--- src/verilog/com_pkg.sv ---
package com_pkg;

    // block types carried in the upper nibble of every frame word.
    localparam logic [3:0] BTYPE_INIT = 4'h0;
    localparam logic [3:0] BTYPE_INFO = 4'h1;
    localparam logic [3:0] BTYPE_DATA = 4'hE;

    // data bits per line frame; start and stop bits are added around them.
    localparam int FRAME_BITS = 16;

    // One frame word, read either as a DATA block or as an INFO block.
    // Both views keep the block type in the same place.
    typedef union packed {
        struct packed {
            logic [3:0] btype;
            logic [3:0] seq;       // sequence number of this data block.
            logic [7:0] payload;
        } data;
        struct packed {
            logic [3:0] btype;
            logic [3:0] ack_seq;   // sequence number being acknowledged.
            logic [7:0] read_count;
        } info;
    } com_frame_u;

endpackage

--- src/verilog/com_link_if.sv ---
interface com_link_if;

    logic       fs_com_send;  // controller asks for one frame on the line.
    logic       fd_com_send;  // serializer has finished that frame.
    logic       fs_com_read;  // deserializer holds a received frame.
    logic       fd_com_read;  // controller has taken it.
    logic [3:0] tx_btype;
    logic [3:0] rx_btype;

    modport ctrl (
        output fs_com_send,
        input  fd_com_send,
        input  fs_com_read,
        output fd_com_read,
        output tx_btype,
        input  rx_btype
    );

    // shared by the codec, the serializer and the deserializer.
    modport line (
        input  fs_com_send,
        output fd_com_send,
        output fs_com_read,
        input  fd_com_read,
        input  tx_btype,
        output rx_btype
    );

endinterface

--- src/verilog/com_cs.sv ---
module com_cs #(
    parameter int REPLY_TIMEOUT = 400,
    parameter int SEND_TRIES    = 3
) (
    input  logic       clk,
    input  logic       rst,
    input  logic       fs_send,
    output logic       fd_send,
    output logic       fs_read,
    input  logic       fd_read,
    output logic       send_ok,
    output logic [3:0] rd_btype,
    output logic       load_send,
    output logic       read_taken,
    com_link_if.ctrl   link
);

    localparam int MAIN_IDLE = 0;
    localparam int MAIN_WAIT = 1;
    localparam int READ_IDLE = 2;
    localparam int READ_WAIT = 3;
    localparam int READ_WORK = 4;
    localparam int READ_DONE = 5;
    localparam int SEND_IDLE = 6;
    localparam int SEND_WAIT = 7;
    localparam int SEND_WORK = 8;
    localparam int SEND_DONE = 9;

    localparam int TW = $clog2(REPLY_TIMEOUT + 1);
    localparam int AW = $clog2(SEND_TRIES + 1);

    logic [9:0]    state;
    logic [9:0]    next_state;
    logic [TW-1:0] reply_timer;
    logic [AW-1:0] tries;
    logic          timed_out;
    logic          last_try;

    assign timed_out = state[SEND_WAIT] && (reply_timer == TW'(REPLY_TIMEOUT - 1));
    assign last_try  = (tries == AW'(SEND_TRIES - 1));

    assign fd_send          = state[SEND_DONE];
    assign fs_read          = state[READ_WAIT];
    assign link.fs_com_send = state[READ_DONE] || state[SEND_IDLE];
    assign link.fd_com_read = state[READ_WORK] || state[SEND_WORK];

    // a received frame wins over a pending send request.
    assign load_send  = state[MAIN_WAIT] && !link.fs_com_read && fs_send;
    assign read_taken = state[READ_WAIT] && fd_read;

    always_ff @(posedge clk or posedge rst) begin
        if (rst) begin
            state            <= '0;
            state[MAIN_IDLE] <= 1'b1;
        end else begin
            state <= next_state;
        end
    end

    always_comb begin
        next_state = '0;
        case (1'b1)
            state[MAIN_IDLE]: next_state[MAIN_WAIT] = 1'b1;
            state[MAIN_WAIT]: begin
                if (link.fs_com_read) next_state[READ_IDLE] = 1'b1;
                else if (fs_send) next_state[SEND_IDLE] = 1'b1;
                else next_state[MAIN_WAIT] = 1'b1;
            end
            state[READ_IDLE]: next_state[READ_WAIT] = 1'b1;
            state[READ_WAIT]: begin
                if (fd_read) next_state[READ_WORK] = 1'b1;
                else next_state[READ_WAIT] = 1'b1;
            end
            state[READ_WORK]: begin
                if (!link.fs_com_read) next_state[READ_DONE] = 1'b1;
                else next_state[READ_WORK] = 1'b1;
            end
            state[READ_DONE]: begin
                if (link.fd_com_send) next_state[MAIN_WAIT] = 1'b1; // INFO reply is out.
                else next_state[READ_DONE] = 1'b1;
            end
            state[SEND_IDLE]: begin
                if (link.fd_com_send) next_state[SEND_WAIT] = 1'b1;
                else next_state[SEND_IDLE] = 1'b1;
            end
            state[SEND_WAIT]: begin
                if (link.fs_com_read) next_state[SEND_WORK] = 1'b1;
                else if (timed_out && last_try) next_state[SEND_DONE] = 1'b1;
                else if (timed_out) next_state[SEND_IDLE] = 1'b1;
                else next_state[SEND_WAIT] = 1'b1;
            end
            state[SEND_WORK]: begin
                if (!link.fs_com_read) next_state[SEND_DONE] = 1'b1;
                else next_state[SEND_WORK] = 1'b1;
            end
            state[SEND_DONE]: begin
                if (!fs_send) next_state[MAIN_IDLE] = 1'b1;
                else next_state[SEND_DONE] = 1'b1;
            end
            default: next_state[MAIN_IDLE] = 1'b1;
        endcase
    end

    // every attempt gets the full reply window.
    always_ff @(posedge clk or posedge rst) begin
        if (rst) reply_timer <= '0;
        else if (state[SEND_WAIT]) reply_timer <= reply_timer + 1'b1;
        else reply_timer <= '0;
    end

    always_ff @(posedge clk or posedge rst) begin
        if (rst) tries <= '0;
        else if (load_send) tries <= '0;
        else if (timed_out && !last_try) tries <= tries + 1'b1;
    end

    always_ff @(posedge clk or posedge rst) begin
        if (rst) send_ok <= 1'b0;
        else if (load_send) send_ok <= 1'b0;
        else if (state[SEND_WAIT] && link.fs_com_read) send_ok <= 1'b1;
    end

    always_ff @(posedge clk or posedge rst) begin
        if (rst) begin
            link.tx_btype <= com_pkg::BTYPE_INIT;
        end else if (state[MAIN_WAIT]) begin
            if (link.fs_com_read) link.tx_btype <= com_pkg::BTYPE_INFO;
            else if (fs_send) link.tx_btype <= com_pkg::BTYPE_DATA;
        end
    end

    always_ff @(posedge clk or posedge rst) begin
        if (rst) rd_btype <= com_pkg::BTYPE_INIT;
        else if (state[READ_IDLE]) rd_btype <= link.rx_btype;
    end

endmodule

--- src/verilog/com_frame_codec.sv ---
module com_frame_codec (
    input  logic                clk,
    input  logic                rst,
    input  logic [7:0]          wr_data,
    input  logic                load_send,
    input  logic                read_taken,
    output com_pkg::com_frame_u tx_word,
    input  com_pkg::com_frame_u rx_word,
    output logic [7:0]          rd_data,
    output logic [7:0]          peer_count,
    com_link_if.line            link
);

    logic [7:0] tx_byte;
    logic [3:0] seq_num;
    logic [7:0] read_count;
    logic [3:0] ack_seq;

    always_ff @(posedge clk) begin
        if (load_send) tx_byte <= wr_data;
    end

    always_ff @(posedge clk or posedge rst) begin
        if (rst) begin
            seq_num    <= '0;
            read_count <= '0;
            ack_seq    <= '0;
        end else begin
            if (load_send) seq_num <= seq_num + 1'b1; // wraps modulo 16.
            if (read_taken) begin
                read_count <= read_count + 1'b1;
                ack_seq    <= rx_word.data.seq;
            end
        end
    end

    always_comb begin
        if (link.tx_btype == com_pkg::BTYPE_DATA) begin
            tx_word.data.btype   = link.tx_btype;
            tx_word.data.seq     = seq_num;
            tx_word.data.payload = tx_byte;
        end else begin
            tx_word.info.btype      = link.tx_btype;
            tx_word.info.ack_seq    = ack_seq;
            tx_word.info.read_count = read_count;
        end
    end

    assign link.rx_btype = rx_word.data.btype;
    assign rd_data       = rx_word.data.payload;

    // the far end's read count only means something in an INFO block.
    always_ff @(posedge clk or posedge rst) begin
        if (rst) begin
            peer_count <= '0;
        end else if (link.fs_com_read && rx_word.info.btype == com_pkg::BTYPE_INFO) begin
            peer_count <= rx_word.info.read_count;
        end
    end

endmodule

--- src/verilog/com_tx.sv ---
module com_tx #(
    parameter int CLKS_PER_BIT = 8
) (
    input  logic                clk,
    input  logic                rst,
    input  com_pkg::com_frame_u tx_word,
    output logic                txd,
    com_link_if.line            link
);

    localparam int BW       = $clog2(CLKS_PER_BIT);
    localparam int STOP_BIT = com_pkg::FRAME_BITS + 1;

    logic                         busy;
    logic [BW-1:0]                bit_timer;
    logic [4:0]                   bit_cnt;
    logic [com_pkg::FRAME_BITS:0] shifter;
    logic                         start;
    logic                         bit_end;

    // a new frame waits until the previous done flag has been cleared.
    assign start   = link.fs_com_send && !busy && !link.fd_com_send;
    assign bit_end = (bit_timer == BW'(CLKS_PER_BIT - 1));

    always_ff @(posedge clk or posedge rst) begin
        if (rst) begin
            busy             <= 1'b0;
            bit_timer        <= '0;
            bit_cnt          <= '0;
            txd              <= 1'b1;
            link.fd_com_send <= 1'b0;
        end else if (start) begin
            busy      <= 1'b1;
            bit_timer <= '0;
            bit_cnt   <= '0;
            txd       <= 1'b0; // start bit.
        end else if (busy) begin
            if (!bit_end) begin
                bit_timer <= bit_timer + 1'b1;
            end else begin
                bit_timer <= '0;
                if (bit_cnt == 5'(STOP_BIT)) begin
                    busy             <= 1'b0;
                    link.fd_com_send <= 1'b1;
                end else begin
                    txd     <= shifter[0];
                    bit_cnt <= bit_cnt + 1'b1;
                end
            end
        end else if (link.fd_com_send && !link.fs_com_send) begin
            link.fd_com_send <= 1'b0;
        end
    end

    // data goes out least significant bit first, with the stop bit on top.
    always_ff @(posedge clk) begin
        if (start) shifter <= {1'b1, tx_word};
        else if (busy && bit_end) shifter <= shifter >> 1;
    end

endmodule

--- src/verilog/com_rx.sv ---
module com_rx #(
    parameter int CLKS_PER_BIT = 8
) (
    input  logic                clk,
    input  logic                rst,
    input  logic                rxd,
    output com_pkg::com_frame_u rx_word,
    com_link_if.line            link
);

    localparam int BW       = $clog2(CLKS_PER_BIT);
    localparam int STOP_BIT = com_pkg::FRAME_BITS + 1;

    logic [1:0]                     rxd_sync;
    logic                           rxd_prev;
    logic                           busy;
    logic [BW-1:0]                  bit_timer;
    logic [4:0]                     bit_cnt;
    logic [com_pkg::FRAME_BITS-1:0] shifter;
    logic                           start_edge;
    logic                           mid_bit;
    logic                           holding;
    logic                           data_bit;
    logic                           stop_ok;

    assign start_edge = !busy && rxd_prev && !rxd_sync[1];
    assign mid_bit    = busy && (bit_timer == BW'(CLKS_PER_BIT / 2 - 1));
    assign holding    = link.fs_com_read || link.fd_com_read;
    assign data_bit   = (bit_cnt >= 5'd1) && (bit_cnt <= 5'(com_pkg::FRAME_BITS));

    // frames that end while the last one is still held are dropped here.
    assign stop_ok = mid_bit && (bit_cnt == 5'(STOP_BIT)) && rxd_sync[1] && !holding;

    always_ff @(posedge clk or posedge rst) begin
        if (rst) begin
            rxd_sync <= 2'b11;
            rxd_prev <= 1'b1;
        end else begin
            rxd_sync <= {rxd_sync[0], rxd};
            rxd_prev <= rxd_sync[1];
        end
    end

    always_ff @(posedge clk or posedge rst) begin
        if (rst) begin
            busy      <= 1'b0;
            bit_timer <= '0;
            bit_cnt   <= '0;
        end else if (start_edge) begin
            busy      <= 1'b1;
            bit_timer <= '0;
            bit_cnt   <= '0;
        end else if (busy) begin
            if (bit_timer == BW'(CLKS_PER_BIT - 1)) bit_timer <= '0;
            else bit_timer <= bit_timer + 1'b1;
            if (mid_bit) begin
                bit_cnt <= bit_cnt + 1'b1;
                // a line that is high again at mid start bit was only a glitch.
                if (bit_cnt == 5'd0 && rxd_sync[1]) busy <= 1'b0;
                else if (bit_cnt == 5'(STOP_BIT)) busy <= 1'b0;
            end
        end
    end

    always_ff @(posedge clk or posedge rst) begin
        if (rst) link.fs_com_read <= 1'b0;
        else if (stop_ok) link.fs_com_read <= 1'b1;
        else if (link.fs_com_read && link.fd_com_read) link.fs_com_read <= 1'b0;
    end

    always_ff @(posedge clk) begin
        if (mid_bit && data_bit) shifter <= {rxd_sync[1], shifter[com_pkg::FRAME_BITS-1:1]};
        if (stop_ok) rx_word <= shifter;
    end

endmodule

--- src/verilog/com_link_top.sv ---
module com_link_top #(
    parameter int CLKS_PER_BIT  = 8,
    parameter int REPLY_TIMEOUT = 400,
    parameter int SEND_TRIES    = 3
) (
    input  logic       clk,
    input  logic       rst,
    input  logic       fs_send,
    output logic       fd_send,
    input  logic [7:0] wr_data,
    output logic       send_ok,
    output logic       fs_read,
    input  logic       fd_read,
    output logic [3:0] rd_btype,
    output logic [7:0] rd_data,
    output logic [7:0] peer_count,
    output logic       txd,
    input  logic       rxd
);

    com_link_if link ();

    com_pkg::com_frame_u tx_word;
    com_pkg::com_frame_u rx_word;
    logic                load_send;
    logic                read_taken;

    com_cs #(
        .REPLY_TIMEOUT(REPLY_TIMEOUT),
        .SEND_TRIES   (SEND_TRIES)
    ) u_cs (
        .clk       (clk),
        .rst       (rst),
        .fs_send   (fs_send),
        .fd_send   (fd_send),
        .fs_read   (fs_read),
        .fd_read   (fd_read),
        .send_ok   (send_ok),
        .rd_btype  (rd_btype),
        .load_send (load_send),
        .read_taken(read_taken),
        .link      (link.ctrl)
    );

    com_frame_codec u_codec (
        .clk       (clk),
        .rst       (rst),
        .wr_data   (wr_data),
        .load_send (load_send),
        .read_taken(read_taken),
        .tx_word   (tx_word),
        .rx_word   (rx_word),
        .rd_data   (rd_data),
        .peer_count(peer_count),
        .link      (link.line)
    );

    com_tx #(.CLKS_PER_BIT(CLKS_PER_BIT)) u_tx (
        .clk    (clk),
        .rst    (rst),
        .tx_word(tx_word),
        .txd    (txd),
        .link   (link.line)
    );

    com_rx #(.CLKS_PER_BIT(CLKS_PER_BIT)) u_rx (
        .clk    (clk),
        .rst    (rst),
        .rxd    (rxd),
        .rx_word(rx_word),
        .link   (link.line)
    );

endmodule

--- config.mk ---
export PLATFORM = sky130hd
export DESIGN_NAME = com_link_top
export DESIGN_NICKNAME = d
export VERILOG_FILES = /design/src/verilog/com_pkg.sv /design/src/verilog/com_link_if.sv /design/src/verilog/com_cs.sv /design/src/verilog/com_frame_codec.sv /design/src/verilog/com_tx.sv /design/src/verilog/com_rx.sv /design/src/verilog/com_link_top.sv
export SDC_FILE = /design/constraint.sdc
export NUM_CORES = 1
export LEC_CHECK = 0
export BUFFER_PORTS_ARGS = -buffer_cell sky130_fd_sc_hd__buf_2
export CAP_MARGIN = 0
export CORE_UTILIZATION = 55
export DETAILED_ROUTE_END_ITERATION = 7
export GPL_TIMING_DRIVEN = 1
export PLACE_DENSITY = 0.75
export SETUP_SLACK_MARGIN = 0.4
export SLEW_MARGIN = 20
export SYNTH_ARGS = -nofsm -noshare
export SYNTH_HDL_FRONTEND = slang
export SYNTH_SLANG_ARGS = --single-unit
--- constraint.sdc ---
create_clock -name clk -period 4.4 [get_ports clk]
set_clock_uncertainty 0.1 [all_clocks]
set_input_delay 0.22 -clock clk [delete_from_list [all_inputs] [get_ports clk]]
set_output_delay 0.22 -clock clk [all_outputs]
set_load 0.02 [all_outputs]
== Word-level counts from Yosys, hierarchy flattened ==
Cells that the tools add are included.
Widths: inputs -> output; s select.
Storage, ports and cells
  bits in registers: 135
  latch bits: 0
  memory bits (writable): 0
  bits in read-only memories: 0
  input port bits: 13
  output and inout port bits: 24
  word-level logic and storage cells: 223
  memories: 0
Operators by class
  add/sub/neg operators: 8
  $mul: 0
  div/mod/pow operators: 0
  $lt $le $gt $ge: 2
  equality and inequality tests: 12
  shift operators: 0
  muxes and demuxes: 126
  bitwise operators: 1
  reduce and logical (&&, ||, !) cells: 48
Operators with widths (count)
  $mux 1: 103
  $mux 5: 7
  $mux 16: 2
  $logic_and 1x1->1: 22
  $reduce_bool 2->1: 10
  $mux 3: 6
  $mux 12: 1
  $add 5x1->5 const B: 2
  $eq 5x5->1 const B: 2
  $add 9x1->9 const B: 1
  $eq 9x9->1 const B: 1
  $mux 9: 1
  $add 8x1->8 const B: 1
  $logic_not 1->1: 8
  $mux 2: 4
  $mux 4: 2
  $add 3x1->3 const B: 2
  $eq 3x3->1 const B: 2
  $ge 5x1->1 const B: 1
  $le 5x5->1 const B: 1
  $logic_not 5->1: 1
  $add 4x1->4 const B: 1
  $eq 4x1->1 const B: 1
  $eq 4x4->1 const B: 1
  other kinds (10): 14

== Depth between registers and ports, before layout ==
  depth in word-level cells: 13
  mapped depth: 5
  mapped depth without buffers: 5

== Worst setup path before layout ==
OpenSTA, ideal clock, no wires.
  kind: register to register
  start: reg u_rx.bit_timer[0]
  end: reg u_rx.rx_word[0] (netlist name) (enable)
  setup time: 430 ps
  arrival time: 2898 ps
  data required time: 3870 ps
  slack: 972 ps
  stages on the path, launching flop included: 6
  path buffers: 0
  clock period less this slack: 3428 ps
  cell sequence: dfrtp_1 -> ha_1 -> ha_1 -> nand2_2 -> or4_4 -> nor4_1
On the way
  longest elaborated chain between the ends: 5
Ends and longest elaborated chain
  start: declaration: RTL line com_rx.sv:17  | logic [BW-1:0] bit_timer;
  start signal: assignment: RTL line com_rx.sv:55  | else bit_timer <= bit_timer + 1'b1;
  $eq 3x2->1: RTL line com_rx.sv:27  | assign mid_bit = busy && (bit_timer == BW'(CLKS_PER_BIT / 2 - 1));
  $logic_and 1x1->1: RTL line com_rx.sv:27
  $logic_and 1x1->1 (3 in series): RTL line com_rx.sv:32  | assign stop_ok = mid_bit && (bit_cnt == 5'(STOP_BIT)) && rxd_sync[1] && !holding;
  via u_rx.stop_ok: RTL line com_rx.sv:24  | logic stop_ok;
  end signal: assignment: RTL line com_rx.sv:73  | if (stop_ok) rx_word <= shifter;
  end: declaration: RTL line com_rx.sv:7  | output com_pkg::com_frame_u rx_word,
The timed path passes the listed nets, and every way through them passes these cells.
A chain may end at the register's enable or synchronous reset.

== Final worst setup path ==
  start: reg u_rx.bit_timer[0]
  end: reg u_rx.rx_word[15] (netlist name) (enable)
Same word-level chain as after synthesis.

==> run summary <==
outcome = finished, final reports clean
setup tns final = 0 ps
Pwr Density = 524 mW/mm^2
DP Cell Count = 559
share of total power in combinational logic = 12.8%
initial antenna violation count = 0
gpl congestion = 0.752
Worst Hold Path Cells = 2
Synth area leaders = dfrtp_1 32%, edfxtp_1 30%, mux2_2 9.2%
hpwl dp = 5.97 mm
Post-Syn Area = 0.00562 sq mm
Static Leak = 2.75 nW
Hold Fails Final Rpt = 0
Setup Fix Bufs, Post-CTS = 0
post-synthesis sequential area ratio = 64.3%
# IOs = 37
average wire per standard cell = 15.8 um
Hold Crit Class = in -> reg
vias in the first global route = 3266
Worst-Skew Late Latency = 530 ps
Max rail drop VDD = 0.000401 V
Final WS setup = 2130 ps
Clk pwr share = 39.8%
critical path peak fanout = 16
top cell type's share of synthesized area = 31.6%
Post-Layout Cell Count = 603
deepest clock path buffer count = 2
first-pass GRT wire length = 15.5 mm
fmax = 441 MHz
Die Ht = 103 um
syn nets = 433
post-DR vias/cell = 5.58
DR pass1 iterations = 4
via count = 3362
WP data arrival = 2390 ps
nets = 484
final antenna-violating net count = 0
syn avg cell area = 13.8 sq um
diode count = 0
DRT iter0 DRCs = 163
total wire length = 9.50 mm
Async SR Flop Fraction = 57.1%
Reg power frac = 47.5%
RSZ-0062 raised after global routing = false
most frequent cells after synthesis = 71 x dfrtp_1, 56 x edfxtp_1, 46 x mux2_2
Synth Warn # = 0
pre-CTS setup slack = 2140 ps
hold_ws = 242 ps
Crit. End Element = register
grt ovf = 0
Switching Fraction = 26.6%
Synth area leader = dfrtp_1
relative slew slack = 44.2%
CTS tree = done
minimum clock period = 2270 ps
PortBufs = 36
drt drc = 0
#FFs+latches synth = 133
Final Max Tran Viols = 0
area delta synth->final = 17.0%
share of cells above drive strength 1 = 28.7%
H-tree levels = 4
die width = 103 um
Core ar. = 0.00982 sq mm
CP Data Required Time = 4520 ps
Std-Cell Rows = 36
max capacitance violation total = 0
Internal = 2.53 mW
worst-case reg-to-reg path depth = 6
top-count cell post-synth = dfrtp_1
TritonCTS Sinks = 133
TritonCTS Buffers = 17
gr usage total = 20.2%
pin count of the biggest net entering global routing = 48
Reg clk slew, reported paths = 60 ps
share of the clock period used by the worst path = 51.5%
commonest register cell after synthesis = dfrtp_1
Synth cell types = 61
net switching power = 0.916 mW
number of synthesized flops with an enable pin = 56
die area = 0.0106 sq mm
total power = 3.44 mW
startpoint type of the worst setup path = register
root buffer cell = clkbuf_8
Setup Crit Path Kind = reg -> reg
worst-margin pin slew = 836 ps
final setup fails = 0
starting density of the core = 57.2%
Synth Instances = 406
[cells by family (layout without fill, tap and decap cells)]
| kind of cell | after synthesis | count (layout) | synth area share, % |
|---|---|---|---|
| AO/OA/AOI/OAI | 55 | 55 | 6.39 |
| AND/OR/NAND/NOR | 110 | 110 | 11.3 |
| flip-flops | 133 | 133 | 64.3 |
| multiplexers | 47 | 47 | 9.40 |
| adder cells (fa/ha/maj) | 14 | 14 | 3.12 |
| XOR/XNOR | 14 | 14 | 2.18 |
| buffers and inverters | 33 | 97 | 3.34 |
[routing by layer]
layer	part of all wire (%)	GRT usage [%]	wire [um]
met1	45	26.1	4240
met5	0	0	0
met4	1.4	10.1	136
met3	5.3	7.32	499
met2	49	30.3	4620
[cell type report]
type	instances	area, sq um
Tap cell	133	166
Clock inverter	15	169
Multi-Input combinational cell	240	1830
Clock buffer	17	414
Timing Repair Buffer	52	330
Sequential cell	133	3610
Inverter	13	50.0
Fill cell	711	3250
[through the flow]
stage | util [%] | cell area [sq um]
3_3_place_gp | 59.7 | 5870
2_1_floorplan | - | 5620
3_5_place_dp | 59.7 | 5870
5_1_grt | 66.9 | 6570
6_report | 66.9 | 6570
4_1_cts | 66.9 | 6570
[state kept, by name, indices dropped and copies added, names as in the netlist, 3 cells and up]
register,count
u_codec.ack_seq,4
u_rx.bit_cnt,5
u_tx.shifter,17
u_rx.rx_word,16
u_tx.bit_timer,3
u_codec.seq_num,4
u_codec.read_count,8
u_codec.peer_count,8
u_rx.bit_timer,3
u_rx.shifter,16
u_cs.state,10
u_cs.reply_timer,9
u_codec.tx_byte,8
u_tx.bit_cnt,5
u_cs.rd_btype,4
[power by group through the flow]
stage	Combinational [mW]	Sequential, mW	Clock [mW]
detailed placement	0.434	1.65	0
global route	0.509	1.65	1.45
floorplan	0.357	1.61	0
global placement	0.410	1.64	0
CTS	0.447	1.63	1.39
finish	0.440	1.64	1.37
[placed cells by master, fill, tap and decap left out, types with 12 or more instances in the layout]
master and n:
nand3_1 12, buf_2 36, clkbuf_16 16, dfrtp_1 71, o21ai_0 15, ha_1 14, a21oi_1 17, edfxtp_1 56
nand2_1 25, mux2_2 46, nor2_1 20, dlygate4sd3_1 12
[final timing paths]
kind / start / endpoint / slack, ps
max: u_rx.bit_timer[0] / u_rx.rx_word[15] / 2130
min: rxd / u_rx.rxd_sync[0] / 240
max reg2reg: u_rx.bit_timer[0] / u_rx.rx_word[15] / 2130
min reg2reg: u_rx.rxd_sync[0] / u_rx.rxd_sync[1] / 260
max in group asynchronous: rst / u_tx.txd / 3010
min in group asynchronous: rst / u_rx.bit_timer[2] / 270
[timing repair]
item | in CTS | in global routing
gates resized for setup | 0 | 0
hold endpoints to repair | 58 | 0
hold buffers | 12 | 0
[critical path, cell delays in order, from the launching register on]
cell and delay (ps):
dfrtp_1 370, ha_1 180, ha_1 240, nand2_2 110, or4_4 520, nor4_2 150
buf_4 280
Note: power is estimated with default switching activity, not from simulation.
